## config.mk

```make
export PLATFORM = sky130hd
export DESIGN_NAME = decode_stage_top
export DESIGN_NICKNAME = d
export VERILOG_FILES = /design/src/rv_decode_pkg.sv /design/src/decode_stage_top.sv /design/src/inst_decoder.sv /design/src/credit_fifo.sv
export SDC_FILE = /design/constraint.sdc
export NUM_CORES = 1
export LEC_CHECK = 0
export ABC_AREA = 1
export BUFFER_PORTS_ARGS = -buffer_cell sky130_fd_sc_hd__clkbuf_2
export CORE_MARGIN = 2
export CORE_UTILIZATION = 40
export DETAILED_ROUTE_END_ITERATION = 8
export MAX_ROUTING_LAYER = met4
export PLACE_DENSITY = 0.6
export SLEW_MARGIN = 10
export SYNTH_ARGS = -nofsm -noshare
export SYNTH_HDL_FRONTEND = slang
export SYNTH_HIERARCHICAL = 1
export SYNTH_SLANG_ARGS = --single-unit
```

## constraint.sdc

```tcl
create_clock -name clock -period 3.1 [get_ports clock]
set_clock_uncertainty 0.1 [all_clocks]
set_input_delay 0.31 -clock clock [delete_from_list [all_inputs] [get_ports clock]]
set_output_delay 0.31 -clock clock [all_outputs]
set_load 0.05 [all_outputs]
```

## src/rv_decode_pkg.sv

```systemverilog
`default_nettype none

package rv_decode_pkg;

  // rv32i major opcodes
  localparam logic [6:0] OPC_LUI    = 7'b0110111;
  localparam logic [6:0] OPC_AUIPC  = 7'b0010111;
  localparam logic [6:0] OPC_JAL    = 7'b1101111;
  localparam logic [6:0] OPC_JALR   = 7'b1100111;
  localparam logic [6:0] OPC_BRANCH = 7'b1100011;
  localparam logic [6:0] OPC_LOAD   = 7'b0000011;
  localparam logic [6:0] OPC_STORE  = 7'b0100011;
  localparam logic [6:0] OPC_OP_IMM = 7'b0010011;
  localparam logic [6:0] OPC_OP     = 7'b0110011;

  typedef enum logic [2:0] {
    CLASS_ALU,
    CLASS_BRANCH,
    CLASS_JUMP,
    CLASS_LOAD,
    CLASS_STORE,
    CLASS_UPPER,
    CLASS_ILLEGAL
  } op_class_e;

  // branches compare with sub, slt or sltu
  typedef enum logic [3:0] {
    ALU_ADD,
    ALU_SUB,
    ALU_SLL,
    ALU_SLT,
    ALU_SLTU,
    ALU_XOR,
    ALU_SRL,
    ALU_SRA,
    ALU_OR,
    ALU_AND
  } alu_op_e;

  typedef struct packed {
    logic [31:0] pc;
    logic [31:0] word;
  } fetch_entry_t;

  // mem_size is 0 byte, 1 half, 2 word
  typedef struct packed {
    logic [31:0] pc;
    op_class_e   op_class;
    alu_op_e     alu_op;
    logic [4:0]  rs1;
    logic [4:0]  rs2;
    logic [4:0]  rd;
    logic        rd_wen;
    logic [31:0] imm;
    logic [1:0]  mem_size;
    logic        mem_unsigned;
    logic        load_use;
  } decoded_op_t;

endpackage

`default_nettype wire
```

## src/decode_stage_top.sv

```systemverilog
`timescale 1ns/1ps
`default_nettype none

module decode_stage_top #(
  parameter int IN_DEPTH    = 4,
  parameter int OUT_DEPTH   = 4,
  parameter int OUT_CREDITS = 4
) (
  input  wire         clock,
  input  wire         reset,
  input  wire         in_valid,
  input  wire  [31:0] in_pc,
  input  wire  [31:0] in_word,
  input  wire         op_credit,
  output logic        in_credit,
  output logic        op_valid,
  output logic [31:0] op_pc,
  output logic [2:0]  op_class,
  output logic [3:0]  op_alu,
  output logic [4:0]  op_rs1,
  output logic [4:0]  op_rs2,
  output logic [4:0]  op_rd,
  output logic        op_rd_wen,
  output logic [31:0] op_imm,
  output logic [1:0]  op_mem_size,
  output logic        op_mem_unsigned,
  output logic        op_load_use
);

  // decoder holds one op per pipeline stage
  localparam int DEC_SLOTS = 2;

  rv_decode_pkg::fetch_entry_t in_entry;
  rv_decode_pkg::fetch_entry_t q_entry;
  rv_decode_pkg::decoded_op_t  d_op;
  rv_decode_pkg::decoded_op_t  out_op;
  logic q_valid;
  logic q_credit;
  logic d_valid;
  logic d_credit;

  assign in_entry.pc   = in_pc;
  assign in_entry.word = in_word;

  credit_fifo #(
    .DEPTH        (IN_DEPTH),
    .INIT_CREDITS (DEC_SLOTS),
    .payload_t    (rv_decode_pkg::fetch_entry_t)
  ) u_inst_queue (
    .clock      (clock),
    .reset      (reset),
    .wr_valid   (in_valid),
    .wr_data    (in_entry),
    .credit_in  (q_credit),
    .credit_out (in_credit),
    .rd_valid   (q_valid),
    .rd_data    (q_entry)
  );

  inst_decoder #(
    .OUT_DEPTH (OUT_DEPTH)
  ) u_decoder (
    .clock      (clock),
    .reset      (reset),
    .in_valid   (q_valid),
    .in_entry   (q_entry),
    .out_credit (d_credit),
    .in_credit  (q_credit),
    .out_valid  (d_valid),
    .out_op     (d_op)
  );

  credit_fifo #(
    .DEPTH        (OUT_DEPTH),
    .INIT_CREDITS (OUT_CREDITS),
    .payload_t    (rv_decode_pkg::decoded_op_t)
  ) u_op_queue (
    .clock      (clock),
    .reset      (reset),
    .wr_valid   (d_valid),
    .wr_data    (d_op),
    .credit_in  (op_credit),
    .credit_out (d_credit),
    .rd_valid   (op_valid),
    .rd_data    (out_op)
  );

  // flatten the decoded op for the execute stage
  assign op_pc           = out_op.pc;
  assign op_class        = out_op.op_class;
  assign op_alu          = out_op.alu_op;
  assign op_rs1          = out_op.rs1;
  assign op_rs2          = out_op.rs2;
  assign op_rd           = out_op.rd;
  assign op_rd_wen       = out_op.rd_wen;
  assign op_imm          = out_op.imm;
  assign op_mem_size     = out_op.mem_size;
  assign op_mem_unsigned = out_op.mem_unsigned;
  assign op_load_use     = out_op.load_use;

endmodule

`default_nettype wire

```

## src/inst_decoder.sv

```systemverilog
`timescale 1ns/1ps
`default_nettype none

module inst_decoder #(
  parameter int OUT_DEPTH = 4
) (
  input  wire                        clock,
  input  wire                        reset,
  input  wire                        in_valid,
  input  rv_decode_pkg::fetch_entry_t in_entry,
  input  wire                        out_credit,
  output logic                       in_credit,
  output logic                       out_valid,
  output rv_decode_pkg::decoded_op_t out_op
);

  localparam int CW = $clog2(OUT_DEPTH + 1);

  rv_decode_pkg::fetch_entry_t s1_entry;
  rv_decode_pkg::decoded_op_t  s2_op;
  rv_decode_pkg::decoded_op_t  dec;
  logic          s1_valid;
  logic          s2_valid;
  logic [CW-1:0] credits;
  logic          release_op;
  logic          advance;
  logic [4:0]    last_rd;
  logic          last_is_load;
  logic [6:0]    opcode;
  logic [2:0]    funct3;
  logic [6:0]    funct7;
  logic [31:0]   imm_i;
  logic [31:0]   imm_s;
  logic [31:0]   imm_b;
  logic [31:0]   imm_u;
  logic [31:0]   imm_j;
  logic          reads_rs1;
  logic          reads_rs2;

  function automatic rv_decode_pkg::alu_op_e alu_sel(input logic [2:0] f3, input logic alt);
    case (f3)
      3'b000:  return alt ? rv_decode_pkg::ALU_SUB : rv_decode_pkg::ALU_ADD;
      3'b001:  return rv_decode_pkg::ALU_SLL;
      3'b010:  return rv_decode_pkg::ALU_SLT;
      3'b011:  return rv_decode_pkg::ALU_SLTU;
      3'b100:  return rv_decode_pkg::ALU_XOR;
      3'b101:  return alt ? rv_decode_pkg::ALU_SRA : rv_decode_pkg::ALU_SRL;
      3'b110:  return rv_decode_pkg::ALU_OR;
      default: return rv_decode_pkg::ALU_AND;
    endcase
  endfunction

  assign opcode = s1_entry.word[6:0];
  assign funct3 = s1_entry.word[14:12];
  assign funct7 = s1_entry.word[31:25];

  assign imm_i = {{20{s1_entry.word[31]}}, s1_entry.word[31:20]};
  assign imm_s = {{20{s1_entry.word[31]}}, s1_entry.word[31:25], s1_entry.word[11:7]};
  assign imm_b = {{20{s1_entry.word[31]}}, s1_entry.word[7], s1_entry.word[30:25],
                  s1_entry.word[11:8], 1'b0};
  assign imm_u = {s1_entry.word[31:12], 12'h000};
  assign imm_j = {{12{s1_entry.word[31]}}, s1_entry.word[19:12], s1_entry.word[20],
                  s1_entry.word[30:21], 1'b0};

  always_comb begin
    dec          = '0;
    dec.pc       = s1_entry.pc;
    dec.op_class = rv_decode_pkg::CLASS_ILLEGAL;
    dec.alu_op   = rv_decode_pkg::ALU_ADD;
    dec.rs1      = s1_entry.word[19:15];
    dec.rs2      = s1_entry.word[24:20];
    dec.rd       = s1_entry.word[11:7];
    reads_rs1    = 1'b0;
    reads_rs2    = 1'b0;

    case (opcode)
      rv_decode_pkg::OPC_LUI: begin
        // lui is x0 + imm
        dec.op_class = rv_decode_pkg::CLASS_UPPER;
        dec.rs1      = '0;
      end
      rv_decode_pkg::OPC_AUIPC: dec.op_class = rv_decode_pkg::CLASS_UPPER;
      rv_decode_pkg::OPC_JAL:   dec.op_class = rv_decode_pkg::CLASS_JUMP;
      rv_decode_pkg::OPC_JALR: begin
        if (funct3 == 3'b000) begin
          dec.op_class = rv_decode_pkg::CLASS_JUMP;
          reads_rs1    = 1'b1;
        end
      end
      rv_decode_pkg::OPC_BRANCH: begin
        // funct3 010 and 011 are unused
        if (funct3[2:1] != 2'b01) begin
          dec.op_class = rv_decode_pkg::CLASS_BRANCH;
          dec.alu_op   = !funct3[2] ? rv_decode_pkg::ALU_SUB :
                         (funct3[1] ? rv_decode_pkg::ALU_SLTU : rv_decode_pkg::ALU_SLT);
          reads_rs1    = 1'b1;
          reads_rs2    = 1'b1;
        end
      end
      rv_decode_pkg::OPC_LOAD: begin
        // lb lh lw lbu lhu
        if (funct3 != 3'b011 && funct3[2:1] != 2'b11) begin
          dec.op_class     = rv_decode_pkg::CLASS_LOAD;
          dec.mem_size     = funct3[1:0];
          dec.mem_unsigned = funct3[2];
          reads_rs1        = 1'b1;
        end
      end
      rv_decode_pkg::OPC_STORE: begin
        if (!funct3[2] && funct3[1:0] != 2'b11) begin
          dec.op_class = rv_decode_pkg::CLASS_STORE;
          dec.mem_size = funct3[1:0];
          reads_rs1    = 1'b1;
          reads_rs2    = 1'b1;
        end
      end
      rv_decode_pkg::OPC_OP_IMM: begin
        // shift immediates carry funct7 in the top bits
        if ((funct3 != 3'b001 || funct7 == 7'h00) &&
            (funct3 != 3'b101 || funct7 == 7'h00 || funct7 == 7'h20)) begin
          dec.op_class = rv_decode_pkg::CLASS_ALU;
          dec.alu_op   = alu_sel(funct3, funct3 == 3'b101 && funct7[5]);
          reads_rs1    = 1'b1;
        end
      end
      rv_decode_pkg::OPC_OP: begin
        if (funct7 == 7'h00 ||
            (funct7 == 7'h20 && (funct3 == 3'b000 || funct3 == 3'b101))) begin
          dec.op_class = rv_decode_pkg::CLASS_ALU;
          dec.alu_op   = alu_sel(funct3, funct7[5]);
          reads_rs1    = 1'b1;
          reads_rs2    = 1'b1;
        end
      end
      default: ;
    endcase

    case (dec.op_class)
      rv_decode_pkg::CLASS_UPPER:  dec.imm = imm_u;
      rv_decode_pkg::CLASS_JUMP:   dec.imm = (opcode == rv_decode_pkg::OPC_JAL) ? imm_j : imm_i;
      rv_decode_pkg::CLASS_BRANCH: dec.imm = imm_b;
      rv_decode_pkg::CLASS_LOAD:   dec.imm = imm_i;
      rv_decode_pkg::CLASS_STORE:  dec.imm = imm_s;
      rv_decode_pkg::CLASS_ALU:    dec.imm = (opcode == rv_decode_pkg::OPC_OP_IMM) ? imm_i : '0;
      default:                     dec.imm = '0;
    endcase

    dec.rd_wen = (dec.rd != 5'd0) &&
                 (dec.op_class == rv_decode_pkg::CLASS_UPPER ||
                  dec.op_class == rv_decode_pkg::CLASS_JUMP ||
                  dec.op_class == rv_decode_pkg::CLASS_LOAD ||
                  dec.op_class == rv_decode_pkg::CLASS_ALU);

    // previous op in program order is the last one moved into stage 2
    dec.load_use = last_is_load && (last_rd != 5'd0) &&
                   ((reads_rs1 && dec.rs1 == last_rd) || (reads_rs2 && dec.rs2 == last_rd));
  end

  assign release_op = s2_valid && (credits != '0);
  assign advance    = s1_valid && (!s2_valid || release_op);

  assign in_credit = release_op;
  assign out_valid = release_op;
  assign out_op    = s2_op;

  always_ff @(posedge clock) begin
    if (in_valid) begin
      s1_entry <= in_entry;
    end
    if (advance) begin
      s2_op   <= dec;
      last_rd <= dec.rd;
    end
  end

  always_ff @(posedge clock) begin
    if (reset) begin
      s1_valid     <= 1'b0;
      s2_valid     <= 1'b0;
      last_is_load <= 1'b0;
      credits      <= CW'(OUT_DEPTH);
    end else begin
      // upstream holds only two credits, so a full stage 1 never sees in_valid
      if (in_valid) begin
        s1_valid <= 1'b1;
      end else if (advance) begin
        s1_valid <= 1'b0;
      end

      if (advance) begin
        s2_valid     <= 1'b1;
        last_is_load <= (dec.op_class == rv_decode_pkg::CLASS_LOAD);
      end else if (release_op) begin
        s2_valid <= 1'b0;
      end

      case ({out_credit, release_op})
        2'b10:   credits <= credits + 1'b1;
        2'b01:   credits <= credits - 1'b1;
        default: credits <= credits;
      endcase
    end
  end

endmodule

`default_nettype wire

```

## src/credit_fifo.sv

```systemverilog
`timescale 1ns/1ps
`default_nettype none

module credit_fifo #(
  parameter int  DEPTH        = 4,
  parameter int  INIT_CREDITS = 4,
  parameter type payload_t    = logic [31:0]
) (
  input  wire      clock,
  input  wire      reset,
  input  wire      wr_valid,
  input  payload_t wr_data,
  input  wire      credit_in,
  output logic     credit_out,
  output logic     rd_valid,
  output payload_t rd_data
);

  localparam int AW = (DEPTH > 1) ? $clog2(DEPTH) : 1;
  localparam int NW = $clog2(DEPTH + 1);
  localparam int CW = $clog2(INIT_CREDITS + 1);

  payload_t      mem [DEPTH];
  logic [AW-1:0] wr_ptr;
  logic [AW-1:0] rd_ptr;
  logic [NW-1:0] count;
  logic [CW-1:0] credits;
  logic          send;

  function automatic logic [AW-1:0] next_ptr(input logic [AW-1:0] ptr);
    if (ptr == AW'(DEPTH - 1)) begin
      return '0;
    end
    return ptr + 1'b1;
  endfunction

  // head leaves only while the receiver has room for it
  assign send       = (count != '0) && (credits != '0);
  assign rd_valid   = send;
  assign rd_data    = mem[rd_ptr];
  assign credit_out = send;

  always_ff @(posedge clock) begin
    if (wr_valid) begin
      mem[wr_ptr] <= wr_data;
    end
  end

  always_ff @(posedge clock) begin
    if (reset) begin
      wr_ptr  <= '0;
      rd_ptr  <= '0;
      count   <= '0;
      credits <= CW'(INIT_CREDITS);
    end else begin
      if (wr_valid) begin
        wr_ptr <= next_ptr(wr_ptr);
      end
      if (send) begin
        rd_ptr <= next_ptr(rd_ptr);
      end

      case ({wr_valid, send})
        2'b10:   count <= count + 1'b1;
        2'b01:   count <= count - 1'b1;
        default: count <= count;
      endcase

      // returned credit and a send in the same cycle cancel out
      case ({credit_in, send})
        2'b10:   credits <= credits + 1'b1;
        2'b01:   credits <= credits - 1'b1;
        default: credits <= credits;
      endcase
    end
  end

endmodule

`default_nettype wire

```

Yosys cells after proc, flatten, opt, wreduce, memory -nomap -nowiden
Memories as Yosys holds them, arrays and structs flattened. A register that Yosys moved wholly into a read port is not among the register bits.
Index checks and enable logic that the tools add are counted.

operators by class
  equality and inequality tests = 43
  bitwise logic cells = 0
  muxes and demuxes = 66
  div/mod/pow operators = 0
  add/sub/neg operators = 14
  magnitude comparators = 0
  shifts and indexed selects = 0
  multiply operators = 0
  reductions and logical operators = 45

operators with widths
  kind                                                                count
  32-bit case mux with 6 select lines                                 1
  4-bit case mux with 7 select lines                                  2
  32-bit two-way mux                                                  1
  1-bit two-way mux                                                   30
  7-bit by 6-bit == test with 1-bit output, second input constant     4
  2-bit two-way mux                                                   12
  3-bit case mux with 2 select lines                                  4
  3-bit case mux with 8 select lines                                  1
  7-bit == test, second input constant                                3
  7-bit two-way mux                                                   3
  20-bit two-way mux                                                  1
  2-bit == test, second input constant                                9
  2-bit nonzero test                                                  8
  3-bit == test, second input constant                                5
  7-bit by 5-bit == test with 1-bit output, second input constant     2
  1-bit logical AND                                                   14
  3-bit by 1-bit adder with 3-bit output, second input constant       4
  3-bit by 2-bit == test with 1-bit output, second input constant     4
  3-bit two-way mux                                                   4
  4-bit case mux with 3 select lines                                  1
  3-bit nonzero test                                                  4
  3-bit by 1-bit subtractor with 3-bit output, second input constant  4
  2-bit by 1-bit adder with 2-bit output, second input constant       5
  2-bit by 1-bit == test with 1-bit output, second input constant     5
  21 further kinds                                                    37

word-level totals
  logic and storage cells = 193
  bits in latches = 0
  memory bits (writable) = 620
  bits in registers = 116
  memories = 2
  memory bits (read-only) = 0

memories
  name              words  bits a word  read ports  clocked after memory_dff  write ports  RTL line           RTL
  u_op_queue.mem    4      91           1           1                         1            credit_fifo.sv:23  payload_t mem [DEPTH];
  u_inst_queue.mem  4      64           1           1                         1            credit_fifo.sv:23

Depth between registers and ports, before layout
  word-level depth = 11
  depth in mapped cells = 15

Hierarchy
Netlist, hierarchy kept.

modules (own cells, without submodules)
  module                      cells an instance  area each (um2)  times used
  credit_fifo (u_op_queue)    968                14142.3          1
  credit_fifo (u_inst_queue)  698                10095.9          1
  inst_decoder                461                6273.5           1

Worst setup path before layout
Ideal clock, no wire load.

  path kind = flip-flop to flip-flop
  start point = register u_decoder.credits[0]
  end point = memory u_op_queue/mem[3][0] (netlist bit) (enable)
  arrival = 2.599 ns
  slack = -0.044 ns
  buffers on the path = 1
  stages on the path, launching flop included = 6
  period minus slack after synthesis = 3.144 ns
  required time = 2.555 ns
  cell sequence = dfxtp_1 inv_1 a31oi_1 buf_4 nand2_1 inv_1

between the ends
  longest elaborated chain between the ends = 4

ends and longest elaborated chain
  item                                     RTL line                RTL
  start, declared                          inst_decoder.sv:24      logic [CW-1:0] credits;
  start signal, assigned                   inst_decoder.sv:181     credits <= CW'(OUT_DEPTH);
  start signal, assigned                   inst_decoder.sv:198     2'b10: credits <= credits + 1'b1;
  start signal, assigned                   inst_decoder.sv:199     2'b01: credits <= credits - 1'b1;
  3-bit nonzero test                       inst_decoder.sv:159     assign release_op = s2_valid && (credits != '0);
  1-bit logical AND                        inst_decoder.sv:159
  named net q_credit                       decode_stage_top.sv:38  logic q_credit;
  1-bit two-way mux                        credit_fifo.sv:44       if (wr_valid) begin
  1-bit two-way mux (implied by the code)  credit_fifo.sv:45       mem[wr_ptr] <= wr_data;
  end, declared                            credit_fifo.sv:23

The timed path passes the listed nets, and every way through them passes these cells.

==> impl_metrics.env <==
export IMPL_grt_ovfl_total=0
export IMPL_yosysTopAreaCellShare=0.7627
export IMPL_cts_root_buf="clkbuf_16"
export IMPL_drtAntennaViolNets=0
export IMPL_total_power_mw=35.99
export IMPL_nFillCells=6481
export IMPL_slew_violations=0
export IMPL_rsz0062_at_grt="false"
export IMPL_cap_violations=0
export IMPL_drtIter0Drc=1587
export IMPL_worst_setup_path_type="register to output pin"
export IMPL_drt_first_pass_iters=5
export IMPL_cts_buffers_inserted=80
export IMPL_drc=0
export IMPL_h_tree_depth=3
export IMPL_clk_pin_slew_ns=0.06
export IMPL_die_y_um=280.2
export IMPL_cp_start_kind="register"
export IMPL_cts_sinks=804
export IMPL_status="complete, no violations"
export IMPL_power_leakage_nw=12.41
export IMPL_drive_above_1_share=0.1539
export IMPL_syn_to_final_growth_pct=17.13
export IMPL_yosysSeqAreaShare=0.7818
export IMPL_synth_distinct_cells=46
export IMPL_synth_flop_cell="edfxtp_1"
export IMPL_fp_coreArea_sq_um=75700
export IMPL_async_reset_ff_frac=0
export IMPL_syn_area_sq_um=30510
export IMPL_layout_common_cells="edfxtp_1, nor2_1, o21ai_0"
export IMPL_post_cts_setup_buffers=0
export IMPL_hpwl_um=42790
export IMPL_nets=2457
export IMPL_maxSlewHeadroom=0.5027
export IMPL_io_buffers=160
export IMPL_start_util=0.4031
export IMPL_die_area_sq_um=78500
export IMPL_design_area_sq_um=35740
export IMPL_fin_crit_sh=0.9500
export IMPL_synth_seq_cells=804
export IMPL_grt_max_degree=129
export IMPL_cp_num_buf_inv=2
export IMPL_rows=101
export IMPL_syn_inst=2127
export IMPL_multi_input_area_sq_um=5533
export IMPL_clock_latency_ns=0.63
export IMPL_synth_area_top_cells="edfxtp_1, o21ai_0, nor2_1, o22ai_1, dfxtp_1"
export IMPL_final_common_cell="edfxtp_1"
export IMPL_worst_path_largest_cell_delay_ns=0.56
export IMPL_fmax_mhz=339.6
export IMPL_grt_pass1_vias=17380
export IMPL_arrival_ns=2.53
export IMPL_hold_viol=0
export IMPL_period_needed_ns=2.945
export IMPL_setup_viol=0
export IMPL_fp_dieW_um=280.2
export IMPL_cp_required_ns=2.69
export IMPL_place_area_sq_um=32360
export IMPL_wl_per_cell_um=20.26
export IMPL_synth_top_area_cell="edfxtp_1"
export IMPL_seq_area_sq_um=23860
export IMPL_crit_fanout=44
export IMPL_worstPathCellList="buf_4, o21ai_0, o22ai_1, clkbuf_2"
export IMPL_track_usage=0.1814
export IMPL_setup_tns_ns=0
export IMPL_ir_worst_vdd_mv=0.5302
export IMPL_cts_tree="done"
export IMPL_powerDensity_nw_per_um2=1007
export IMPL_synth_edff_count=775
export IMPL_gp_congestion=0.8400
export IMPL_worst_path_max_delay_cell="dfxtp_4"
export IMPL_antenna_found_initial=5
export IMPL_syn_nets=2214
export IMPL_num_io_pins=161
export IMPL_avgSynthCellArea_sq_um=14.34
export IMPL_vias=17820
export IMPL_vias_per_cell=5.211
export IMPL_max_clock_path_buffers=3
export IMPL_drt_total_wl_um=69260
export IMPL_cp_end_kind="output pin"
export IMPL_ys_warn_count=6
export IMPL_grt_pass1_wl_um=104900
export IMPL_hold_path_class="input port to register"
export IMPL_path_delay_family="buffers and inverters"
export IMPL_tightest_slew_ns=0.7381
[power by group]
part           switching [mW]  internal, mW
Clock                    4.00          5.70
Sequential               1.25          14.4
Combinational            8.17          2.47
Total                    13.4          22.6
[stage by stage]
stage | hold WS [ns] | util | worst slack [ns] | instances
final | 0.1117 | 0.4721 | 0.1551 | 3419
after global routing | 0.1495 | 0.4721 | 0.03416 | 3419
after CTS | 0.08753 | 0.4719 | 0.02275 | 3414
after detailed placement | 0.3045 | 0.4276 | 0.5311 | 3200
after global placement | 0.3013 | 0.4276 | 0.5643 | 3200
after floorplan | 0.2791 | - | 0.2565 | 2127
[registers in the layout (all words and copies together), names as in the netlist, 3 cells and up, named ones only]
| name | count |
|---|---|
| u_op_queue/mem | 364 |
| u_inst_queue/mem | 256 |
| u_decoder/out_op | 86 |
| u_decoder/dec | 42 |
| u_decoder/funct7 | 7 |
| u_decoder/opcode | 7 |
| u_decoder/imm_j | 5 |
| u_decoder/last_rd | 5 |
| u_decoder/credits | 3 |
| u_decoder/funct3 | 3 |
| u_inst_queue/count | 3 |
| u_op_queue/count | 3 |
| u_op_queue/credits | 3 |
[layout make-up]
cell class | instances | share of cell area
flip-flops and latches | 804 | 0.6677
multi-input cells | 1107 | 0.1548
clock buffers | 100 | 0.05983
repair buffers | 271 | 0.05559
well taps | 978 | 0.03424
clock inverters | 48 | 0.01561
inverters | 106 | 0.01187
diodes | 5 | 0.0003501
[Yosys cell counts (2+ instances only)]
cell / number
a221oi_1: 2
nand3_2: 3
o21ai_0: 282
a31oi_1: 8
xor2_1: 2
clkinv_1: 2
o21ai_2: 10
a21oi_1: 23
or2_2: 4
nor2_4: 4
fa_1: 4
buf_2: 12
dfxtp_1: 29
nand3b_1: 2
o21ai_1: 59
edfxtp_1: 775
clkbuf_2: 11
inv_1: 98
nor3_1: 5
nand2_2: 7
ha_1: 15
buf_6: 34
inv_2: 5
nand3_1: 34
clkbuf_1: 45
nor2_1: 367
buf_4: 8
o22ai_1: 158
nand2_1: 92
nand4_1: 9
o211ai_1: 2
nor4_1: 2
[worst reg2reg max path, stage by stage, from the launching register on]
cell      delay, ns
edfxtp_1       0.49
nor3_4         0.35
nand4_1        0.33
nand2_2        0.21
nor2_4         0.09
nand3_2        0.13
inv_2          0.06
o21ai_2        0.07
nand2_2        0.08
nand2_2        0.26
o21ai_0        0.15
[path summary, 6_finish.rpt]
path,startpoint,endpoint,slack (ns),cells past startpoint
hold / removal,op_credit,u_op_queue/credits[1],0.11,5
setup reg to reg,u_decoder/opcode[3],u_decoder/out_op[32],0.53,10
setup / recovery,register,op_pc[13],0.16,4
hold reg to reg,u_decoder/dec[71],u_decoder/out_op[71],0.32,0
[kinds of logic (layout without fill, tap and decap cells)]
family / after synthesis / after routing / share of synthesized area
simple gates: 535 / 535 / 0.07242
flops: 804 / 804 / 0.7818
xor+xnor: 2 / 2 / 0.0005742
fa+ha+maj: 19 / 19 / 0.008776
compound gates: 551 / 551 / 0.09952
buf+inv: 216 / 525 / 0.03695
other cells: 0 / 5 / 0
[what timing repair did]
item,in CTS,in global routing
hold endpoints to repair,260,0
endpoints found under the setup margin,0,20
hold buffers,66,0
gates resized for setup,0,2
[layer usage]
layer / share of wire / vias up / global-route usage
li1: - / 8368 / -
met1: 0.47 / 8886 / 0.2563
met2: 0.46 / 457 / 0.2718
met3: 0.050 / 105 / 0.02731
met4: 0.022 / 0 / 0.05718
met5: 0 / - / -
Note: power is estimated with default switching activity, not from simulation.
